===== config.mk =====
export PLATFORM = sky130hd
export DESIGN_NAME = can_registers
export DESIGN_NICKNAME = d
export VERILOG_FILES = /design/src/source/can_reg_pkg.sv /design/src/source/can_cfg_bank.sv /design/src/source/can_reg_ctrl.sv /design/src/source/can_status_regs.sv /design/src/source/can_irq_unit.sv /design/src/source/can_registers.sv
export SDC_FILE = /design/constraint.sdc
export NUM_CORES = 1
export LEC_CHECK = 0
export BUFFER_PORTS_ARGS = -buffer_cell sky130_fd_sc_hd__buf_4
export CORE_ASPECT_RATIO = 0.8
export CORE_UTILIZATION = 59
export CTS_BUF_LIST = sky130_fd_sc_hd__clkbuf_2 sky130_fd_sc_hd__clkbuf_4 sky130_fd_sc_hd__clkbuf_8
export DETAILED_ROUTE_END_ITERATION = 10
export MAX_ROUTING_LAYER = met4
export PLACE_DENSITY = 0.88
export SYNTH_ARGS = -nofsm -noshare
export SYNTH_HDL_FRONTEND = slang
export SYNTH_SLANG_ARGS = --single-unit

===== constraint.sdc =====
create_clock -name clk -period 7.2 [get_ports clk]
set_input_delay 1.08 -clock clk [delete_from_list [all_inputs] [get_ports clk]]
set_output_delay 1.08 -clock clk [all_outputs]
set_load 0.05 [all_outputs]

===== src/source/can_reg_pkg.sv =====
// Extended register mode only; addresses are byte offsets on an 8-bit host bus
package can_reg_pkg;

  // ##########################################################################
  // Register map
  // ##########################################################################

  localparam logic [7:0] addr_mode           = 8'd0;
  localparam logic [7:0] addr_command        = 8'd1;
  localparam logic [7:0] addr_status         = 8'd2;
  localparam logic [7:0] addr_irq            = 8'd3;
  localparam logic [7:0] addr_irq_en         = 8'd4;
  localparam logic [7:0] addr_bus_timing_0   = 8'd6;
  localparam logic [7:0] addr_bus_timing_1   = 8'd7;
  localparam logic [7:0] addr_err_warn_limit = 8'd13;
  localparam logic [7:0] addr_rx_err_cnt     = 8'd14;
  localparam logic [7:0] addr_tx_err_cnt     = 8'd15;
  // Four code bytes, then four mask bytes
  localparam logic [7:0] addr_acc_code_base  = 8'd16;
  localparam logic [7:0] addr_acc_mask_base  = 8'd20;

  localparam logic [7:0] err_warn_limit_reset = 8'd96;
  localparam int         data_w               = 8;

  // ##########################################################################
  // Register layouts
  // ##########################################################################

  // Bit 0 is reset mode, as in the mode register
  typedef struct packed {
    logic acceptance_filter_mode;
    logic self_test_mode;
    logic listen_only_mode;
    logic reset_mode;
  } mode_t;

  // Transmit controls towards the protocol core
  typedef struct packed {
    logic tx_request;
    logic abort_tx;
    logic release_buffer;
    logic clear_data_overrun;
    logic self_rx_request;
    logic single_shot_transmission;
  } command_t;

  // Low byte is bus timing 0, high byte is bus timing 1
  typedef struct packed {
    logic       triple_sampling;
    logic [2:0] time_segment2;
    logic [3:0] time_segment1;
    logic [1:0] sync_jump_width;
    logic [5:0] baud_r_presc;
  } bus_timing_t;

  // Code bytes in lanes 0 to 3, mask bytes in lanes 4 to 7
  typedef struct packed {
    logic [3:0][7:0] acc_mask;
    logic [3:0][7:0] acc_code;
  } acc_filter_t;

  // Protocol core state seen by the register file
  typedef struct packed {
    logic sample_point;
    logic transmitting;
    logic node_bus_off;
    logic error_status;
    logic transmit_status;
    logic receive_status;
    logic tx_successful;
    logic need_to_tx;
    logic overrun;
    logic info_empty;
    logic set_bus_error_irq;
    logic set_arbitration_lost_irq;
    logic node_error_passive;
    logic node_error_active;
    logic tx_state;
    logic tx_state_q;
  } core_status_t;

  // Interrupt and interrupt enable layout, bit 4 reserved
  typedef struct packed {
    logic bus_error;
    logic arbitration_lost;
    logic error_passive;
    logic reserved;
    logic data_overrun;
    logic error_warning;
    logic transmit;
    logic receive;
  } irq_flags_t;

endpackage


===== src/source/can_cfg_bank.sv =====
// Payload width must be a whole number of bytes; at most one lane written per cycle
`timescale 1ns/1ns

module can_cfg_bank #(
  parameter type field_t = logic [7:0],
  localparam int lanes   = $bits(field_t) / 8
) (
  input  logic                           clk,
  input  logic                           rst,
  input  logic [lanes-1:0]               lane_we,
  input  logic [can_reg_pkg::data_w-1:0] data_in,
  output field_t                         fields
);

  logic [lanes-1:0][7:0] lane_q;

  // Each strobe loads its own byte of the payload
  always_ff @(posedge clk or posedge rst) begin
    if (rst) begin
      lane_q <= '0;
    end else begin
      for (int i = 0; i < lanes; i++) begin
        if (lane_we[i]) begin
          lane_q[i] <= data_in;
        end
      end
    end
  end

  // Lane 0 lands in the low byte of the struct
  assign fields = field_t'(lane_q);

  // One host write addresses a single byte
  assert property (@(posedge clk) disable iff (rst) $onehot0(lane_we));

endmodule


===== src/source/can_reg_ctrl.sv =====
// Timing, filter and error limit writes are dropped unless reset mode is set
`timescale 1ns/1ns

module can_reg_ctrl (
  input  logic                           clk,
  input  logic                           rst,
  input  logic                           we,
  input  logic                           re,
  input  logic [7:0]                     addr_write,
  input  logic [7:0]                     addr_read,
  input  logic [can_reg_pkg::data_w-1:0] data_in,
  input  can_reg_pkg::core_status_t      core_status,
  output can_reg_pkg::mode_t             mode,
  output can_reg_pkg::command_t          command,
  output can_reg_pkg::irq_flags_t        irq_en,
  output logic [7:0]                     err_warn_limit,
  output logic [1:0]                     timing_we,
  output logic [7:0]                     filter_we,
  output logic                           read_irq
);

  logic       cfg_wr;
  logic       wr_cmd;
  logic       tx_fall;
  logic [4:0] cmd_q;
  logic [4:0] cmd_clr;
  logic       self_rx_q;
  logic       single_shot_q;

  // Configuration writes only while the controller is held in reset mode
  assign cfg_wr   = we && mode.reset_mode;
  assign wr_cmd   = we && (addr_write == can_reg_pkg::addr_command);
  assign read_irq = re && (addr_read == can_reg_pkg::addr_irq);
  // End of a transmission
  assign tx_fall  = !core_status.tx_state && core_status.tx_state_q;

  // ##########################################################################
  // Mode, interrupt enable, error limit
  // ##########################################################################

  always_ff @(posedge clk or posedge rst) begin
    if (rst) begin
      mode           <= '{reset_mode: 1'b1, default: 1'b0};
      irq_en         <= '0;
      err_warn_limit <= can_reg_pkg::err_warn_limit_reset;
    end else if (we) begin
      if (addr_write == can_reg_pkg::addr_mode) begin
        mode.reset_mode <= data_in[0];
        // Operating mode bits only change while in reset mode
        if (mode.reset_mode) begin
          mode.listen_only_mode       <= data_in[1];
          mode.self_test_mode         <= data_in[2];
          mode.acceptance_filter_mode <= data_in[3];
        end
      end
      if (addr_write == can_reg_pkg::addr_irq_en) begin
        irq_en <= data_in;
      end
      if (cfg_wr && addr_write == can_reg_pkg::addr_err_warn_limit) begin
        err_warn_limit <= data_in;
      end
    end
  end

  // Byte lane strobes for the two configuration banks
  always_comb begin
    timing_we[0] = cfg_wr && (addr_write == can_reg_pkg::addr_bus_timing_0);
    timing_we[1] = cfg_wr && (addr_write == can_reg_pkg::addr_bus_timing_1);
    for (int i = 0; i < 4; i++) begin
      filter_we[i]     = cfg_wr && (addr_write == can_reg_pkg::addr_acc_code_base + 8'(i));
      filter_we[i + 4] = cfg_wr && (addr_write == can_reg_pkg::addr_acc_mask_base + 8'(i));
    end
  end

  // ##########################################################################
  // Self-clearing command bits
  // ##########################################################################

  // Bits: 0 tx request, 1 abort, 2 release buffer, 3 clear overrun, 4 self rx
  always_comb begin
    cmd_clr[0] = cmd_q[0] && core_status.sample_point;
    cmd_clr[1] = core_status.sample_point &&
                 (command.tx_request || (command.abort_tx && !core_status.transmitting));
    // Buffer release and overrun clear live for one cycle
    cmd_clr[2] = |cmd_q[3:2];
    cmd_clr[3] = |cmd_q[3:2];
    cmd_clr[4] = cmd_q[4] && core_status.sample_point;
    // Entering reset mode drops every pending command
    cmd_clr    = cmd_clr | {5{mode.reset_mode}};
  end

  always_ff @(posedge clk or posedge rst) begin
    if (rst) begin
      cmd_q <= '0;
    end else begin
      for (int i = 0; i < 5; i++) begin
        if (cmd_clr[i]) begin
          cmd_q[i] <= 1'b0;
        end else if (wr_cmd) begin
          cmd_q[i] <= data_in[i];
        end
      end
    end
  end

  // Self reception and single shot stay up until the frame is done
  always_ff @(posedge clk or posedge rst) begin
    if (rst) begin
      self_rx_q     <= 1'b0;
      single_shot_q <= 1'b0;
    end else begin
      if (cmd_q[4] && !cmd_q[0]) begin
        self_rx_q <= 1'b1;
      end else if (tx_fall) begin
        self_rx_q <= 1'b0;
      end
      // Request together with abort means one attempt only
      if (command.tx_request && cmd_q[1] && core_status.sample_point) begin
        single_shot_q <= 1'b1;
      end else if (tx_fall) begin
        single_shot_q <= 1'b0;
      end
    end
  end

  always_comb begin
    command.tx_request               = cmd_q[0] || cmd_q[4];
    command.abort_tx                 = cmd_q[1] && !command.tx_request;
    command.release_buffer           = cmd_q[2];
    command.clear_data_overrun       = cmd_q[3];
    command.self_rx_request          = self_rx_q;
    command.single_shot_transmission = single_shot_q;
  end

  // Buffer release and overrun clear reach the core as single-cycle pulses
  assert property (@(posedge clk) disable iff (rst)
    (command.release_buffer || command.clear_data_overrun) |=>
      !(command.release_buffer || command.clear_data_overrun));

endmodule


===== src/source/can_status_regs.sv =====
// Status byte is read-only; the upper four bits pass straight from the core
`timescale 1ns/1ns

module can_status_regs (
  input  logic                      clk,
  input  logic                      rst,
  input  can_reg_pkg::core_status_t core_status,
  input  can_reg_pkg::mode_t        mode,
  input  can_reg_pkg::command_t     command,
  output logic [7:0]                status,
  output logic                      tx_buffer_rise,
  output logic                      overrun_rise
);

  logic tx_successful_q;
  logic overrun_q;
  logic tx_buffer_status_q;
  logic transmission_complete;
  logic tx_buffer_status;
  logic overrun_status;
  logic rx_buffer_status;

  // Previous values for edge detection
  always_ff @(posedge clk or posedge rst) begin
    if (rst) begin
      tx_successful_q    <= 1'b0;
      overrun_q          <= 1'b0;
      tx_buffer_status_q <= 1'b1;
    end else begin
      tx_successful_q    <= core_status.tx_successful;
      overrun_q          <= core_status.overrun;
      tx_buffer_status_q <= tx_buffer_status;
    end
  end

  assign tx_buffer_rise = tx_buffer_status && !tx_buffer_status_q;
  assign overrun_rise   = core_status.overrun && !overrun_q;

  always_ff @(posedge clk or posedge rst) begin
    if (rst) begin
      transmission_complete <= 1'b1;
      tx_buffer_status      <= 1'b1;
      overrun_status        <= 1'b0;
      rx_buffer_status      <= 1'b0;
    end else begin
      // Completion on a good frame or an abort
      if ((core_status.tx_successful && !tx_successful_q) || command.abort_tx) begin
        transmission_complete <= 1'b1;
      end else if (command.tx_request) begin
        transmission_complete <= 1'b0;
      end
      // Buffer locked from request until the core is done with it
      if (command.tx_request) begin
        tx_buffer_status <= 1'b0;
      end else if (mode.reset_mode || !core_status.need_to_tx) begin
        tx_buffer_status <= 1'b1;
      end
      if (overrun_rise) begin
        overrun_status <= 1'b1;
      end else if (mode.reset_mode || command.clear_data_overrun) begin
        overrun_status <= 1'b0;
      end
      // Receive FIFO holds at least one message
      if (mode.reset_mode || command.release_buffer) begin
        rx_buffer_status <= 1'b0;
      end else if (!core_status.info_empty) begin
        rx_buffer_status <= 1'b1;
      end
    end
  end

  assign status = {core_status.node_bus_off, core_status.error_status,
                   core_status.transmit_status, core_status.receive_status,
                   transmission_complete, tx_buffer_status,
                   overrun_status, rx_buffer_status};

endmodule


===== src/source/can_irq_unit.sv =====
// Level interrupt on irq_n; reading the interrupt register releases it for a cycle
`timescale 1ns/1ns

module can_irq_unit (
  input  logic                      clk,
  input  logic                      rst,
  input  can_reg_pkg::core_status_t core_status,
  input  can_reg_pkg::mode_t        mode,
  input  can_reg_pkg::command_t     command,
  input  can_reg_pkg::irq_flags_t   irq_en,
  input  logic                      read_irq,
  input  logic                      tx_buffer_rise,
  input  logic                      overrun_rise,
  output can_reg_pkg::irq_flags_t   irq_flags,
  output logic                      irq_n
);

  logic error_status_q;
  logic node_bus_off_q;
  logic node_error_passive_q;
  logic warn_change;
  logic passive_change;

  always_ff @(posedge clk or posedge rst) begin
    if (rst) begin
      error_status_q       <= 1'b0;
      node_bus_off_q       <= 1'b0;
      node_error_passive_q <= 1'b0;
    end else begin
      error_status_q       <= core_status.error_status;
      node_bus_off_q       <= core_status.node_bus_off;
      node_error_passive_q <= core_status.node_error_passive;
    end
  end

  // Any move across the warning limit or into bus off
  assign warn_change = (core_status.error_status ^ error_status_q) ||
                       (core_status.node_bus_off ^ node_bus_off_q);
  // Into passive, or back out to active
  assign passive_change = (core_status.node_error_passive && !node_error_passive_q) ||
                          (!core_status.node_error_passive && node_error_passive_q &&
                           core_status.node_error_active);

  // ##########################################################################
  // Interrupt flags
  // ##########################################################################

  always_ff @(posedge clk or posedge rst) begin
    if (rst) begin
      irq_flags <= '0;
    end else begin
      irq_flags.reserved <= 1'b0;
      if (overrun_rise && irq_en.data_overrun) begin
        irq_flags.data_overrun <= 1'b1;
      end else if (mode.reset_mode || read_irq) begin
        irq_flags.data_overrun <= 1'b0;
      end
      // Read or reset mode clear wins over a buffer release in the same cycle
      if (mode.reset_mode || read_irq) begin
        irq_flags.transmit <= 1'b0;
      end else if (tx_buffer_rise && irq_en.transmit) begin
        irq_flags.transmit <= 1'b1;
      end
      // Receive stays up until the host frees the buffer
      if (!core_status.info_empty && !irq_flags.receive && irq_en.receive) begin
        irq_flags.receive <= 1'b1;
      end else if (mode.reset_mode || command.release_buffer) begin
        irq_flags.receive <= 1'b0;
      end
      // Not touched by reset mode
      if (warn_change && irq_en.error_warning) begin
        irq_flags.error_warning <= 1'b1;
      end else if (read_irq) begin
        irq_flags.error_warning <= 1'b0;
      end
      if (core_status.set_bus_error_irq && irq_en.bus_error) begin
        irq_flags.bus_error <= 1'b1;
      end else if (mode.reset_mode || read_irq) begin
        irq_flags.bus_error <= 1'b0;
      end
      if (core_status.set_arbitration_lost_irq && irq_en.arbitration_lost) begin
        irq_flags.arbitration_lost <= 1'b1;
      end else if (mode.reset_mode || read_irq) begin
        irq_flags.arbitration_lost <= 1'b0;
      end
      if (passive_change && irq_en.error_passive) begin
        irq_flags.error_passive <= 1'b1;
      end else if (mode.reset_mode || read_irq) begin
        irq_flags.error_passive <= 1'b0;
      end
    end
  end

  // Released for one cycle on a read so edge-triggered hosts see a new edge
  always_ff @(posedge clk or posedge rst) begin
    if (rst) begin
      irq_n <= 1'b1;
    end else if (read_irq || command.release_buffer) begin
      irq_n <= 1'b1;
    end else if (|irq_flags) begin
      irq_n <= 1'b0;
    end
  end

  assert property (@(posedge clk) disable iff (rst) read_irq |=> irq_n);

endmodule


===== src/source/can_registers.sv =====
// Reads have no side effect except the interrupt register; unmapped addresses read zero
`timescale 1ns/1ns

module can_registers (
  input  logic                           clk,
  input  logic                           rst,
  input  logic                           we,
  input  logic                           re,
  input  logic [7:0]                     addr_write,
  input  logic [7:0]                     addr_read,
  input  logic [can_reg_pkg::data_w-1:0] data_in,
  input  can_reg_pkg::core_status_t      core_status,
  input  logic [7:0]                     rx_err_cnt,
  input  logic [7:0]                     tx_err_cnt,
  output logic [can_reg_pkg::data_w-1:0] data_out,
  output logic                           irq_n,
  output can_reg_pkg::mode_t             mode,
  output can_reg_pkg::command_t          command,
  output can_reg_pkg::bus_timing_t       bus_timing,
  output can_reg_pkg::acc_filter_t       acc_filter,
  output logic [7:0]                     err_warn_limit
);

  can_reg_pkg::irq_flags_t irq_en;
  can_reg_pkg::irq_flags_t irq_flags;
  logic [1:0]              timing_we;
  logic [7:0]              filter_we;
  logic                    read_irq;
  logic [7:0]              status;
  logic                    tx_buffer_rise;
  logic                    overrun_rise;

  can_reg_ctrl u_ctrl (
    .clk            (clk),
    .rst            (rst),
    .we             (we),
    .re             (re),
    .addr_write     (addr_write),
    .addr_read      (addr_read),
    .data_in        (data_in),
    .core_status    (core_status),
    .mode           (mode),
    .command        (command),
    .irq_en         (irq_en),
    .err_warn_limit (err_warn_limit),
    .timing_we      (timing_we),
    .filter_we      (filter_we),
    .read_irq       (read_irq)
  );

  // Bus timing 0 and 1
  can_cfg_bank #(.field_t(can_reg_pkg::bus_timing_t)) timing_bank (
    .clk     (clk),
    .rst     (rst),
    .lane_we (timing_we),
    .data_in (data_in),
    .fields  (bus_timing)
  );

  // Acceptance code and mask
  can_cfg_bank #(.field_t(can_reg_pkg::acc_filter_t)) filter_bank (
    .clk     (clk),
    .rst     (rst),
    .lane_we (filter_we),
    .data_in (data_in),
    .fields  (acc_filter)
  );

  can_status_regs u_status (
    .clk            (clk),
    .rst            (rst),
    .core_status    (core_status),
    .mode           (mode),
    .command        (command),
    .status         (status),
    .tx_buffer_rise (tx_buffer_rise),
    .overrun_rise   (overrun_rise)
  );

  can_irq_unit u_irq (
    .clk            (clk),
    .rst            (rst),
    .core_status    (core_status),
    .mode           (mode),
    .command        (command),
    .irq_en         (irq_en),
    .read_irq       (read_irq),
    .tx_buffer_rise (tx_buffer_rise),
    .overrun_rise   (overrun_rise),
    .irq_flags      (irq_flags),
    .irq_n          (irq_n)
  );

  // ##########################################################################
  // Read multiplexer
  // ##########################################################################

  always_comb begin
    case (addr_read)
      can_reg_pkg::addr_mode:           data_out = {4'b0000, mode};
      can_reg_pkg::addr_status:         data_out = status;
      can_reg_pkg::addr_irq:            data_out = irq_flags;
      can_reg_pkg::addr_irq_en:         data_out = irq_en;
      can_reg_pkg::addr_bus_timing_0:   data_out = bus_timing[7:0];
      can_reg_pkg::addr_bus_timing_1:   data_out = bus_timing[15:8];
      can_reg_pkg::addr_err_warn_limit: data_out = err_warn_limit;
      can_reg_pkg::addr_rx_err_cnt:     data_out = rx_err_cnt;
      can_reg_pkg::addr_tx_err_cnt:     data_out = tx_err_cnt;
      default:                          data_out = '0;
    endcase
    // Filter bytes sit in two contiguous blocks of four
    for (int i = 0; i < 4; i++) begin
      if (addr_read == can_reg_pkg::addr_acc_code_base + 8'(i)) begin
        data_out = acc_filter.acc_code[i];
      end
      if (addr_read == can_reg_pkg::addr_acc_mask_base + 8'(i)) begin
        data_out = acc_filter.acc_mask[i];
      end
    end
  end

endmodule


# After elaboration in Yosys (flattened, before gate mapping)
# Cells that the tools add are included.
# W data, S select, Z words.
[totals]
regBits = 125
[classes]
n_bitwise = 3
muxes = 43
reduce_logical = 85
eq_ne = 30
[ops]
columns = ["op", "count"]
rows = [
  ["$eq A8 B5 Y1 const B", 16],
  ["$pmux W8 S9", 1],
  ["$mux W8", 8],
  ["$eq A8 B3 Y1 const B", 6],
  ["$logic_and A1 B1 Y1", 37],
  ["$reduce_bool A2 Y1", 18],
  ["$mux W1", 34],
  ["$eq A8 B4 Y1 const B", 4],
  ["$eq A8 B2 Y1 const B", 2],
  ["$logic_not A8 Y1", 2],
  ["$logic_not A1 Y1", 12],
  ["$logic_or A1 B1 Y1", 10],
  ["$eq A8 B1 Y1 const B", 1],
  ["$reduce_or A7 Y1", 1],
  ["$reduce_and A2 Y1", 3],
  ["$or A5 B5 Y5", 1],
  ["$reduce_and A3 Y1", 1],
  ["$ne A2 B1 Y1 const B", 1],
  ["$reduce_or A2 Y1", 1],
  ["$xor A1 B1 Y1", 2],
]

# Depth between registers and ports, before layout
# Gate-level depths: netlist of run 1.
[logic_depth]
ltp_word = 10
ltp_mapped = 8

# Hierarchy
# Synthesis of run 1 repeated with hierarchy kept, for this count alone.
[unflattened]
hier_cells = 593
hier_area_um2 = 7054.3
[by_module_without_submodules]
columns = ["module", "area_per_inst_um2", "cells_per_inst", "n_inst"]
rows = [
  ["can_cfg_bank at filter_bank", 2656.3, 137, 1],
  ["can_registers", 1685.4, 251, 1],
  ["can_reg_ctrl", 1303.8, 109, 1],
  ["can_cfg_bank at timing_bank", 666.9, 35, 1],
  ["can_irq_unit", 437.9, 34, 1],
  ["can_status_regs", 304.0, 27, 1],
]

# Least setup slack after synthesis of run 1
# Ideal clock, no wire load.
[synth_path]
kind = "input -> output"
from = "input addr_read[4]"
to = "output data_out[5] (netlist bit)"
required_ns = 6.120
stages = 6
path_slack_ns = 2.831
n_path_buf = 1
t_arrival_ns = 3.289
path_cell_list = "or4_1 -> buf_2 -> nor2_1 -> a32o_1 -> nor3_1 -> o21ai_0"
[synth_via]
elab_chain_len = 10
[synth_rtl]
columns = ["element", "line", "source"]
rows = [
  ["from (decl)", "can_registers.sv:10", "input logic [7:0] addr_read,"],
  ["$eq A8 B4 Y1 (tied with other cells)", "can_registers.sv:99", "case (addr_read)"],
  ["$pmux W8 S9", "can_registers.sv:99", ""],
  ["$mux W8", "can_registers.sv:113", "if (addr_read == can_reg_pkg::addr_acc_code_base + 8'(i)) begin"],
  ["$mux W8", "can_registers.sv:116", "if (addr_read == can_reg_pkg::addr_acc_mask_base + 8'(i)) begin"],
  ["$mux W8", "can_registers.sv:113", ""],
  ["$mux W8", "can_registers.sv:116", ""],
  ["$mux W8", "can_registers.sv:113", ""],
  ["$mux W8", "can_registers.sv:116", ""],
  ["$mux W8", "can_registers.sv:113", ""],
  ["$mux W8 *", "can_registers.sv:116", ""],
  ["to (decl)", "can_registers.sv:15", "output logic [can_reg_pkg::data_w-1:0] data_out,"],
]
# Every way passes the cells marked *; elsewhere a longest branch is shown, timed or not.

# Worst setup path in the final report of run 1
[layout_path]
from = "input addr_read[5]"
to = "output data_out[3] (netlist bit)"
# Same word-level chain as after synthesis.

==> flow_metrics.tcl, run 1 <==
set metrics [dict create \
    status "completed" \
    p_switching_w 0.000395 \
    drive_gt1_share_pct 47.7 \
    arrival_ns 3.25 \
    ys_ff_latch 125 \
    dp_hpwl_mm 14.4 \
    antenna_found_initial 0 \
    final_util_pct 77.3 \
    cts_setup_buffers 0 \
    postLayoutCellArea_sq_um 8040 \
    pwr-share-clk_pct 40.0 \
    yosysSeqAreaShare_pct 49.1 \
    ys_types 60 \
    synth_top_family_by_area "multiplexers" \
    tns_ns 0 \
    drc 0 \
    syn_area_sq_um 6390 \
    num_vias 5511 \
    wl_per_cell_um 23.5 \
    diodes 0 \
    synth_ff_type "dfrtp_1" \
    tightest_slew_ns 0.865 \
    irDropWorstVdd_uv 121 \
    crit_fanout 11 \
    cp_data_required_time_ns 6.12 \
    finalCriticalPeriod_ns 4.33 \
    maxCapViolations 0 \
    max-slew-margin-rel_pct 42.0 \
    yosys-top-cells-area "dfrtp_1 46%, mux2_2 19%, mux2i_1 3.0%, dfstp_2 2.9%, nand2_1 1.9%" \
    finalCritPeriodShare_pct 60.1 \
    synth_compound_area_share_pct 12.9 \
    cts_tree "yes" \
    setup-violations-final 0 \
    syn_area_per_cell_sq_um 11.7 \
    place_congestion 0.948 \
    num_io_pins 167 \
    yosysTopAreaCell "dfrtp_1" \
    start_kind "primary input" \
    rsz0062_at_grt "no" \
    async_flop_share_pct 100 \
    holdBufCountCts 0 \
    cts-resized-gates 0 \
    drt-initial-drc-count 549 \
    die_x_um 118 \
    fin_nets 758 \
    die_y_um 95.1 \
    wirelength_mm 20.0 \
    p_int_w 0.00112 \
    hold_viol_final 0 \
    synth_mux_area_share_pct 22.0 \
    yosys.area.top_type_share_pct 46.2 \
    synthSimpleGateAreaFrac_pct 12.3 \
    grt_pass1_wl_mm 30.7 \
    overflow 0 \
    synth_fa_ha_area_share_pct 0 \
    p_per_area_nw_per_um2 189 \
    yosysWarningCount 0 \
    p_comb_share_pct 10.5 \
    numCtsBuffers 17 \
    clk_latency_ns 0.45 \
    cts_sinks 125 \
    synth_common_cells "118 x dfrtp_1, 108 x mux2_2, 32 x nand2_1, 19 x mux2i_1" \
    grt_max_degree 72 \
    p_leak_nw 3.93 \
    vias_per_cell 6.48 \
    hold_class "flip-flop to flip-flop" \
    critPathKind "primary input to output pin" \
    placed_cell_area_sq_um 7650 \
    track_usage_pct 38.2 \
    synth_xor_area_share_pct 0.274 \
    clock_path_buffers 2 \
    pwr-share-seq_pct 49.5 \
    cp-end-kind "output pin" \
    slew_violations 0 \
    synth-edff-count 0 \
    synthCells 545 \
    htree_levels 4 \
    die-area_sq_um 11300 \
    fmax_mhz 231 \
    grt_pass1_vias 5382 \
    dp_worst_setup_slack_ns 2.93 \
    synthesis.nets 605 \
    initial_core_util_pct 61.4 \
    skew_ns 0.00773 \
    io_buffers 166 \
    coreArea_sq_um 10400 \
    clk_pin_slew_worst_paths_ns 0.07 \
    switching_share_pct 26.0 \
    ant_nets 0 \
    synthMostInstantiatedCell "dfrtp_1" \
    cts_root_buffer "clkbuf_8" \
    rows 33 \
    drtPass1Iterations 5 \
    area_growth_pct 25.7 \
    fin_ws_ns 2.87 \
]
layout by cell type, fill, tap and decap left out, drive strengths merged, types with 5 or more instances in the layout:
| cell | n |
|---|---|
| a21oi | 17 |
| nor2b | 7 |
| a32o | 5 |
| dfstp | 7 |
| nor2 | 27 |
| inv | 11 |
| a22oi | 10 |
| clkinv | 6 |
| mux2 | 108 |
| nor3 | 11 |
| clkbuf | 24 |
| a211oi | 6 |
| nand2b | 10 |
| and3 | 5 |
| o211ai | 6 |
| dfrtp | 118 |
| o22ai | 17 |
| a22o | 11 |
| and2 | 5 |
| buf | 168 |
| nor4b | 5 |
| nand2 | 32 |
| o21ai | 20 |
| nor4 | 7 |
| mux2i | 19 |
| nand3 | 9 |
final cells by class:
type / instances / area, sq um
Inverter: 11 / 43.8
Timing Repair Buffer: 168 / 1260
Sequential cell: 125 / 3140
Fill cell: 695 / 2370
Clock buffer: 24 / 293
Clock inverter: 8 / 93.8
Multi-Input combinational cell: 375 / 3040
Tap cell: 140 / 175
layer usage:
layer  GRT usage (%)  wire (um)  vias to the layer above
met2            58.6       9200                      366
li1                -          -                     2344
met1            50.6       8360                     2762
met3            8.55       1990                       39
met5               -          0                        -
met4            13.1        440                        0
cell families (layout without fill, tap and decap cells):
kind of cell | Yosys count | in the layout
AND/OR/NAND/NOR | 128 | 128
multiplexers | 127 | 127
flip-flops | 125 | 125
AO/OA/AOI/OAI | 118 | 118
buffers and inverters | 45 | 211
XOR/XNOR | 2 | 2
metrics by stage:
step,total power [W],cells,hold WS (ns)
5_1_grt,0.00157,851,0.403
3_3_place_gp,0.000915,819,0.371
2_1_floorplan,0.000849,545,0.366
3_5_place_dp,0.000920,819,0.389
4_1_cts,0.00152,851,0.397
6_report,0.00152,851,0.391
power groups by stage:
| stage | sequential, W | clock (W) | combinational, W |
|---|---|---|---|
| floorplan | 0.000758 | 0 | 0.0000904 |
| global placement | 0.000763 | 0 | 0.000152 |
| detailed placement | 0.000763 | 0 | 0.000157 |
| CTS | 0.000751 | 0.000612 | 0.000158 |
| global route | 0.000754 | 0.000645 | 0.000170 |
| finish | 0.000752 | 0.000607 | 0.000160 |
state kept, by name (all words and copies together), names as in the netlist:
register,cells
filter_bank.fields,64
timing_bank.fields,16
u_ctrl.err_warn_limit,8
u_ctrl.irq_en,8
u_irq.irq_flags,7
u_ctrl.cmd_q,5
u_ctrl.mode,4
u_ctrl.self_rx_q,1
u_ctrl.single_shot_q,1
u_irq.error_status_q,1
u_irq.irq_n,1
u_irq.node_bus_off_q,1
u_irq.node_error_passive_q,1
u_status.overrun_q,1
u_status.overrun_status,1
u_status.rx_buffer_status,1
u_status.transmission_complete,1
u_status.tx_buffer_status,1
u_status.tx_buffer_status_q,1
u_status.tx_successful_q,1
worst paths after layout:
kind	startpoint	end	slack, ns	cells past startpoint
worst min-delay path	u_status.tx_buffer_status	u_status.tx_buffer_status_q	0.39	0
worst min register to register	u_status.tx_buffer_status	u_status.tx_buffer_status_q	0.39	0
max in group asynchronous	rst	u_ctrl.err_warn_limit[1]	5.08	3
worst max-delay path	addr_read[5]	data_out[3]	2.87	8
worst max register to register	u_ctrl.mode[0]	filter_bank.fields[36]	4.84	3
min in group asynchronous	rst	u_ctrl.cmd_q[0]	0.73	2
worst max-delay path: stages:
cell	delay [ns]
buf_4	0.14
or4b_4	0.58
nor3_4	0.46
nand2_1	0.23
o32a_2	0.38
o21ai_1	0.09
o21ai_1	0.09
buf_4	0.19
No activity file was read; power rests on OpenSTA's default activity.
==> run 2: changes to the inputs <==
--- a/config.mk
+++ b/config.mk
@@ -5,13 +5,14 @@
 export SDC_FILE = /design/constraint.sdc
 export NUM_CORES = 1
 export LEC_CHECK = 0
+export ABC_AREA = 1
 export BUFFER_PORTS_ARGS = -buffer_cell sky130_fd_sc_hd__buf_4
 export CORE_ASPECT_RATIO = 0.8
-export CORE_UTILIZATION = 59
+export CORE_UTILIZATION = 49
 export CTS_BUF_LIST = sky130_fd_sc_hd__clkbuf_2 sky130_fd_sc_hd__clkbuf_4 sky130_fd_sc_hd__clkbuf_8
 export DETAILED_ROUTE_END_ITERATION = 10
 export MAX_ROUTING_LAYER = met4
-export PLACE_DENSITY = 0.88
+export PLACE_DENSITY = 0.79
 export SYNTH_ARGS = -nofsm -noshare
 export SYNTH_HDL_FRONTEND = slang
 export SYNTH_SLANG_ARGS = --single-unit
==> constraint.sdc (replaced) <==
create_clock -name clk -period 3.9 [get_ports clk]
set_input_delay 0.585 -clock clk [delete_from_list [all_inputs] [get_ports clk]]
set_output_delay 0.585 -clock clk [all_outputs]
set_load 0.05 [all_outputs]
==> run 2 against run 1 <==
Compared with the run above:
- cell area shrank 3.6%
- critical path depth up 4
- total power is 90% higher
- wire length shrank 5.1%
- die area increased by 13%
- clock power rose by 100%
- clock skew up 0.00052 ns
- sequential share of layout area increased by 1.4 points
- highest routed layer unchanged
- synthesized cell count up 41%
- flip-flop and latch count is the same
==> flow_metrics.tcl, run 2 <==
set metrics [dict create \
    cp_data_required_time_ns 3.31 \
    synthMostInstantiatedCell "nand2_1" \
    cp-end-kind "output pin" \
    seq_area_sq_um 3140 \
    rows 35 \
    finalCriticalPeriod_ns 2.97 \
    clk_pin_slew_worst_paths_ns 0.07 \
    irDropWorstVdd_uv 298 \
    maxCapViolations 0 \
    drtPass1Iterations 5 \
    fill_cells 1005 \
    crit_top_cell "nand2_1" \
    diodes 0 \
    status "completed" \
    grt_pass1_wl_mm 29.3 \
    skew_ns 0.00825 \
    drive_gt1_share_pct 24.5 \
    hold_depth 1 \
    rsz0062_at_grt "no" \
    io_buffers 166 \
    cts_sinks 125 \
    path_delay_family "simple AND/OR/NAND/NOR gates" \
    async_flop_share_pct 100 \
    finalCritPeriodShare_pct 76.1 \
    path_buf_inv 4 \
    ant_nets 0 \
    synth_common_cells "257 x nand2_1, 118 x dfrtp_1, 113 x o21ai_0, 57 x inv_1, 57 x nor2_1" \
    vias_per_cell 5.48 \
    cpPeakStageDelay_ns 0.35 \
    die_x_um 126 \
    clock_path_buffers 2 \
    num_vias 5946 \
    fmax_mhz 337 \
    tns_ns 0 \
    area_growth_pct 29.2 \
    grt_pass1_vias 5383 \
    cts_tree "yes" \
    slowest_stage "nor3_4" \
    grt_max_degree 69 \
    final_util_pct 66.1 \
    p_per_area_nw_per_um2 372 \
    place_inst 1054 \
    drc 0 \
    yosys-top-cells-area "dfrtp_1 49%, nand2_1 16%, o21ai_0 9.4%, nand3_1 4.4%, inv_1 3.6%" \
    initial_core_util_pct 51.1 \
    cts-resized-gates 0 \
    ys_ff_latch 125 \
    synth_ff_type "dfrtp_1" \
    holdWs_ns 0.267 \
    start_kind "primary input" \
    wirelength_mm 19.0 \
    yosysWarningCount 0 \
    arrival_ns 2.38 \
    p_leak_nw 3.89 \
    overflow 0 \
    dp_hpwl_mm 13.8 \
    path_cells "buf_4 > inv_1 > nand2_1 > nor3_4 > inv_4 > nor2_1 > nand2_1 > nand2_1 > nand4_1 > nor2_1 > nand3_1 > buf_4" \
    die-area_sq_um 12700 \
    synth-edff-count 0 \
    track_usage_pct 31.9 \
    multi_input_area_sq_um 2490 \
    drt-initial-drc-count 711 \
    ys_types 34 \
    coreArea_sq_um 11700 \
    holdBufCountCts 0 \
    layout_commonest_cell "nand2_1" \
    crit_cells 12 \
    syn_area_sq_um 6000 \
    r2r_cells 4 \
    cts_root_buffer "clkbuf_8" \
    htree_levels 4 \
    num_io_pins 167 \
    rrSetupSlack_ns 1.87 \
    yosysTopAreaCell "dfrtp_1" \
    syn_area_per_cell_sq_um 7.83 \
    final_cells 1086 \
    wl_per_cell_um 17.5 \
    antenna_found_initial 0 \
    largest_reg_flops 64 \
    numCtsBuffers 17 \
    hold_class "primary input to flip-flop" \
    most-common-layout-cells "257 x nand2_1, 168 x buf_4, 118 x dfrtp_1" \
    placed_cell_area_sq_um 7320 \
    yosys.area.top_type_share_pct 49.2 \
    die_y_um 101 \
    slew_violations 0 \
    synthesis.nets 826 \
    max-slew-margin-rel_pct 42.9 \
    place_congestion 0.953 \
    crit_fanout 10 \
    synthCells 766 \
    hold_viol_final 0 \
    clk_latency_ns 0.44 \
    postLayoutCellArea_sq_um 7750 \
    setup-violations-final 0 \
    tightest_slew_ns 0.857 \
    yosysSeqAreaShare_pct 52.3 \
    critPathKind "primary input to output pin" \
    cts_setup_buffers 0 \
    fin_nets 985 \
]
==> run 2: cell count changes after synthesis, sizes merged, moves of 12 or more <==
cell,delta
o22ai,-16
o21ai,+93
nand3,+44
nand2,+227
mux2i,-19
nand4,+12
nor2,+39
inv,+52
mux2,-108
==> run 2: kinds of logic after synthesis <==
family	synth area share (%)
buffers and inverters	6.30
flip-flops	52.3
AND/OR/NAND/NOR	29.3
XOR/XNOR	0.292
AO/OA/AOI/OAI	11.9
==> run 2: path summary, 6_finish.rpt <==
| kind | from | end |
|---|---|---|
| worst max-delay path | addr_read[6] | data_out[1] |
| worst min-delay path | core_status[9] | u_status.tx_successful_q |
| worst max register to register | u_ctrl.mode[0] | filter_bank.fields[7] |
| worst min register to register | u_status.tx_successful_q | u_status.transmission_complete |
| max in group asynchronous | rst | filter_bank.fields[11] |
| min in group asynchronous | rst | u_ctrl.single_shot_q |
==> run 2: power by group <==
| group | internal (W) | switching (W) |
|---|---|---|
| Sequential | 0.00135 | 0.0000416 |
| Combinational | 0.0000859 | 0.000168 |
| Clock | 0.000688 | 0.000550 |
==> run 2: through the flow <==
step	total power (W)	setup WS [ns]
after floorplan	0.00155	1.25
after global routing	0.00297	0.735
after CTS	0.00288	0.960
after detailed placement	0.00167	0.970
final	0.00288	0.933
after global placement	0.00166	0.995
==> run 2: routing by layer <==
layer | GRT usage [%] | up-vias | share of wire [%]
met4 | 11.2 | 0 | 1.9
met2 | 45.1 | 330 | 44
met3 | 7.48 | 36 | 9.8
li1 | - | 2813 | -
met1 | 44.8 | 2767 | 45
met5 | - | - | 0
==> run 2: cell type report <==
class	instances	share of cell area [%]
multi-input cells	549	32.1
flip-flops and latches	125	40.5
clock inverters	12	2.08
inverters	64	3.18
repair buffers	168	16.3
clock buffers	20	3.55
well taps	148	2.39
==> run 3: changes to the inputs <==
--- a/config.mk
+++ b/config.mk
@@ -8,11 +8,11 @@
 export ABC_AREA = 1
 export BUFFER_PORTS_ARGS = -buffer_cell sky130_fd_sc_hd__buf_4
 export CORE_ASPECT_RATIO = 0.8
-export CORE_UTILIZATION = 49
+export CORE_UTILIZATION = 54
 export CTS_BUF_LIST = sky130_fd_sc_hd__clkbuf_2 sky130_fd_sc_hd__clkbuf_4 sky130_fd_sc_hd__clkbuf_8
 export DETAILED_ROUTE_END_ITERATION = 10
 export MAX_ROUTING_LAYER = met4
-export PLACE_DENSITY = 0.79
+export PLACE_DENSITY = 0.82
 export SYNTH_ARGS = -nofsm -noshare
 export SYNTH_HDL_FRONTEND = slang
 export SYNTH_SLANG_ARGS = --single-unit
==> constraint.sdc (replaced) <==
create_clock -name clk -period 2.8 [get_ports clk]
set_input_delay 0.42 -clock clk [delete_from_list [all_inputs] [get_ports clk]]
set_output_delay 0.42 -clock clk [all_outputs]
set_load 0.05 [all_outputs]
==> run 3 against run 2 <==
Compared with the run above:
- critical path depth unchanged
- clock-buffer cell count fell by 1
- non-clock buffer count is 9 higher
- register-to-register slack worse by 1.1 ns
- utilization up 6.5 points
- sequential power up 40%
- critical path type unchanged
- critical endpoint is now data_out[2]
- via count grew 3.4%
- wire length up 3.3%
- clock skew up 0.0027 ns
==> flow_metrics.tcl, run 3 (synthesis gave the netlist of run 2 again) <==
set metrics [dict create \
    status "completed" \
    tns_ns 0 \
    postLayoutCellArea_sq_um 7870 \
    cts_tree "yes" \
    layout_commonest_cell "nand2_1" \
    coreArea_sq_um 10800 \
    final_cells 1091 \
    area_growth_pct 31.2 \
    hold_class "primary input to flip-flop" \
    io_buffers 166 \
    initial_core_util_pct 55.3 \
    hold_viol_final 0 \
    drive_gt1_share_pct 25.2 \
    drc 0 \
    drtPass1Iterations 6 \
    p_per_area_nw_per_um2 531 \
    finalCritPeriodShare_pct 93.6 \
    grt_pass1_wl_mm 29.1 \
    die-area_sq_um 11500 \
    track_usage_pct 35.8 \
    cts_sinks 125 \
    path_buf_inv 4 \
    cpPeakStageDelay_ns 0.36 \
    placed_cell_area_sq_um 7370 \
    rsz0062_at_grt "no" \
    numCtsBuffers 17 \
    fill_cells 866 \
    place_congestion 1.02 \
    clk_latency_ns 0.45 \
    diodes 0 \
    dp_hpwl_mm 14.2 \
    slew_violations 0 \
    fin_ws_ns 0.179 \
    rows 34 \
    ant_nets 0 \
    finalCriticalPeriod_ns 2.62 \
    maxCapViolations 0 \
    path_cells "buf_4 > inv_1 > nand2_1 > nor3_4 > inv_4 > nor2_1 > nand2_1 > nand2_1 > nand4_1 > nor2_1 > nand3_1 > buf_4" \
    irDropWorstVdd_uv 356 \
    skew_ns 0.0110 \
    vias_per_cell 5.64 \
    crit_top_cell "nand2_1" \
    slowest_stage "nor3_4" \
    die_y_um 96.3 \
    tightest_slew_ns 0.778 \
    num_io_pins 167 \
    grt_max_degree 41 \
    drt-initial-drc-count 785 \
    wl_per_cell_um 18.0 \
    most-common-layout-cells "257 x nand2_1, 175 x buf_4, 118 x dfrtp_1" \
    crit_fanout 9 \
    fin_nets 994 \
    cts-resized-gates 0 \
    place_inst 1055 \
    cp-end-kind "output pin" \
    holdBufCountCts 0 \
    p_leak_nw 3.98 \
    max-slew-margin-rel_pct 48.0 \
    cts_root_buffer "clkbuf_8" \
    fmax_mhz 382 \
    wirelength_mm 19.6 \
    setup-violations-final 0 \
    die_x_um 120 \
    num_vias 6149 \
    cp_data_required_time_ns 2.38 \
    start_kind "primary input" \
    final_util_pct 72.6 \
    clock_path_buffers 2 \
    grt_pass1_vias 5299 \
    dp_worst_setup_slack_ns 0.252 \
    largest_reg_flops 64 \
    antenna_found_initial 0 \
    overflow 0 \
    arrival_ns 2.20 \
    clk_pin_slew_worst_paths_ns 0.07 \
    critPathKind "primary input to output pin" \
    htree_levels 4 \
    path_delay_family "simple AND/OR/NAND/NOR gates" \
]
run 3: changes by cell type in the layout (fill, tap and decap cells not counted):
| cell | delta |
|---|---|
| inv_6 | +1 |
| clkinv_2 | +1 |
| clkbuf_8 | -2 |
| clkbuf_4 | +1 |
| clkinvlp_4 | -3 |
| buf_4 | +7 |
| buf_12 | +2 |
| bufinv_16 | +2 |
run 3: final cells by class:
cell class | count | area (sq um) | area share [%]
Sequential cell | 125 | 3140 | 39.9
Multi-Input combinational cell | 549 | 2490 | 31.6
Timing Repair Buffer | 177 | 1350 | 17.2
Clock buffer | 19 | 255 | 3.24
Inverter | 64 | 246 | 3.13
Clock inverter | 13 | 213 | 2.70
Tap cell | 144 | 180 | 2.29
run 3: path summary, 6_finish.rpt:
path	from	end	slack, ns	depth (start not counted)
hold reg to reg	u_status.tx_buffer_status	u_status.tx_buffer_status_q	0.38	0
max in group asynchronous	rst	filter_bank.fields[7]	1.93	3
hold / removal	core_status[9]	u_status.tx_successful_q	0.08	1
setup reg to reg	u_ctrl.mode[0]	filter_bank.fields[3]	0.78	4
min in group asynchronous	rst	timing_bank.fields[3]	0.10	2
setup / recovery	addr_read[6]	data_out[2]	0.18	12
run 3: per-stage QoR:
step / power, W / hold WS [ns]
finish: 0.00418 / 0.0830
global route: 0.00431 / 0.0705
CTS: 0.00417 / 0.0687
detailed placement: 0.00233 / 0.368
global placement: 0.00232 / 0.364
floorplan: 0.00215 / 0.361
run 3: layer usage:
metal	routed length (um)	global-route usage, %	share of wire (%)	vias to the layer above
li1	-	-	-	2827
met1	8550	51.9	44	2895
met2	8650	49.8	44	383
met3	1900	6.99	9.7	44
met4	499	13.1	2.5	0
met5	0	-	0	-
run 3: power by group:
part / leakage, nW / internal (W) / total (W) / switching, W
registers: 1.69 / 0.00188 / 0.00194 / 0.0000587
logic: 2.05 / 0.000127 / 0.000364 / 0.000237
clock network: 0.238 / 0.00110 / 0.00187 / 0.000772
total: 3.98 / 0.00311 / 0.00418 / 0.00107
run 3: what timing repair did:
| action | CTS | global route |
|---|---|---|
| hold endpoints to repair | 0 | 0 |
| setup buffers | 0 | 4 |
| setup endpoints to repair | 0 | 1 |
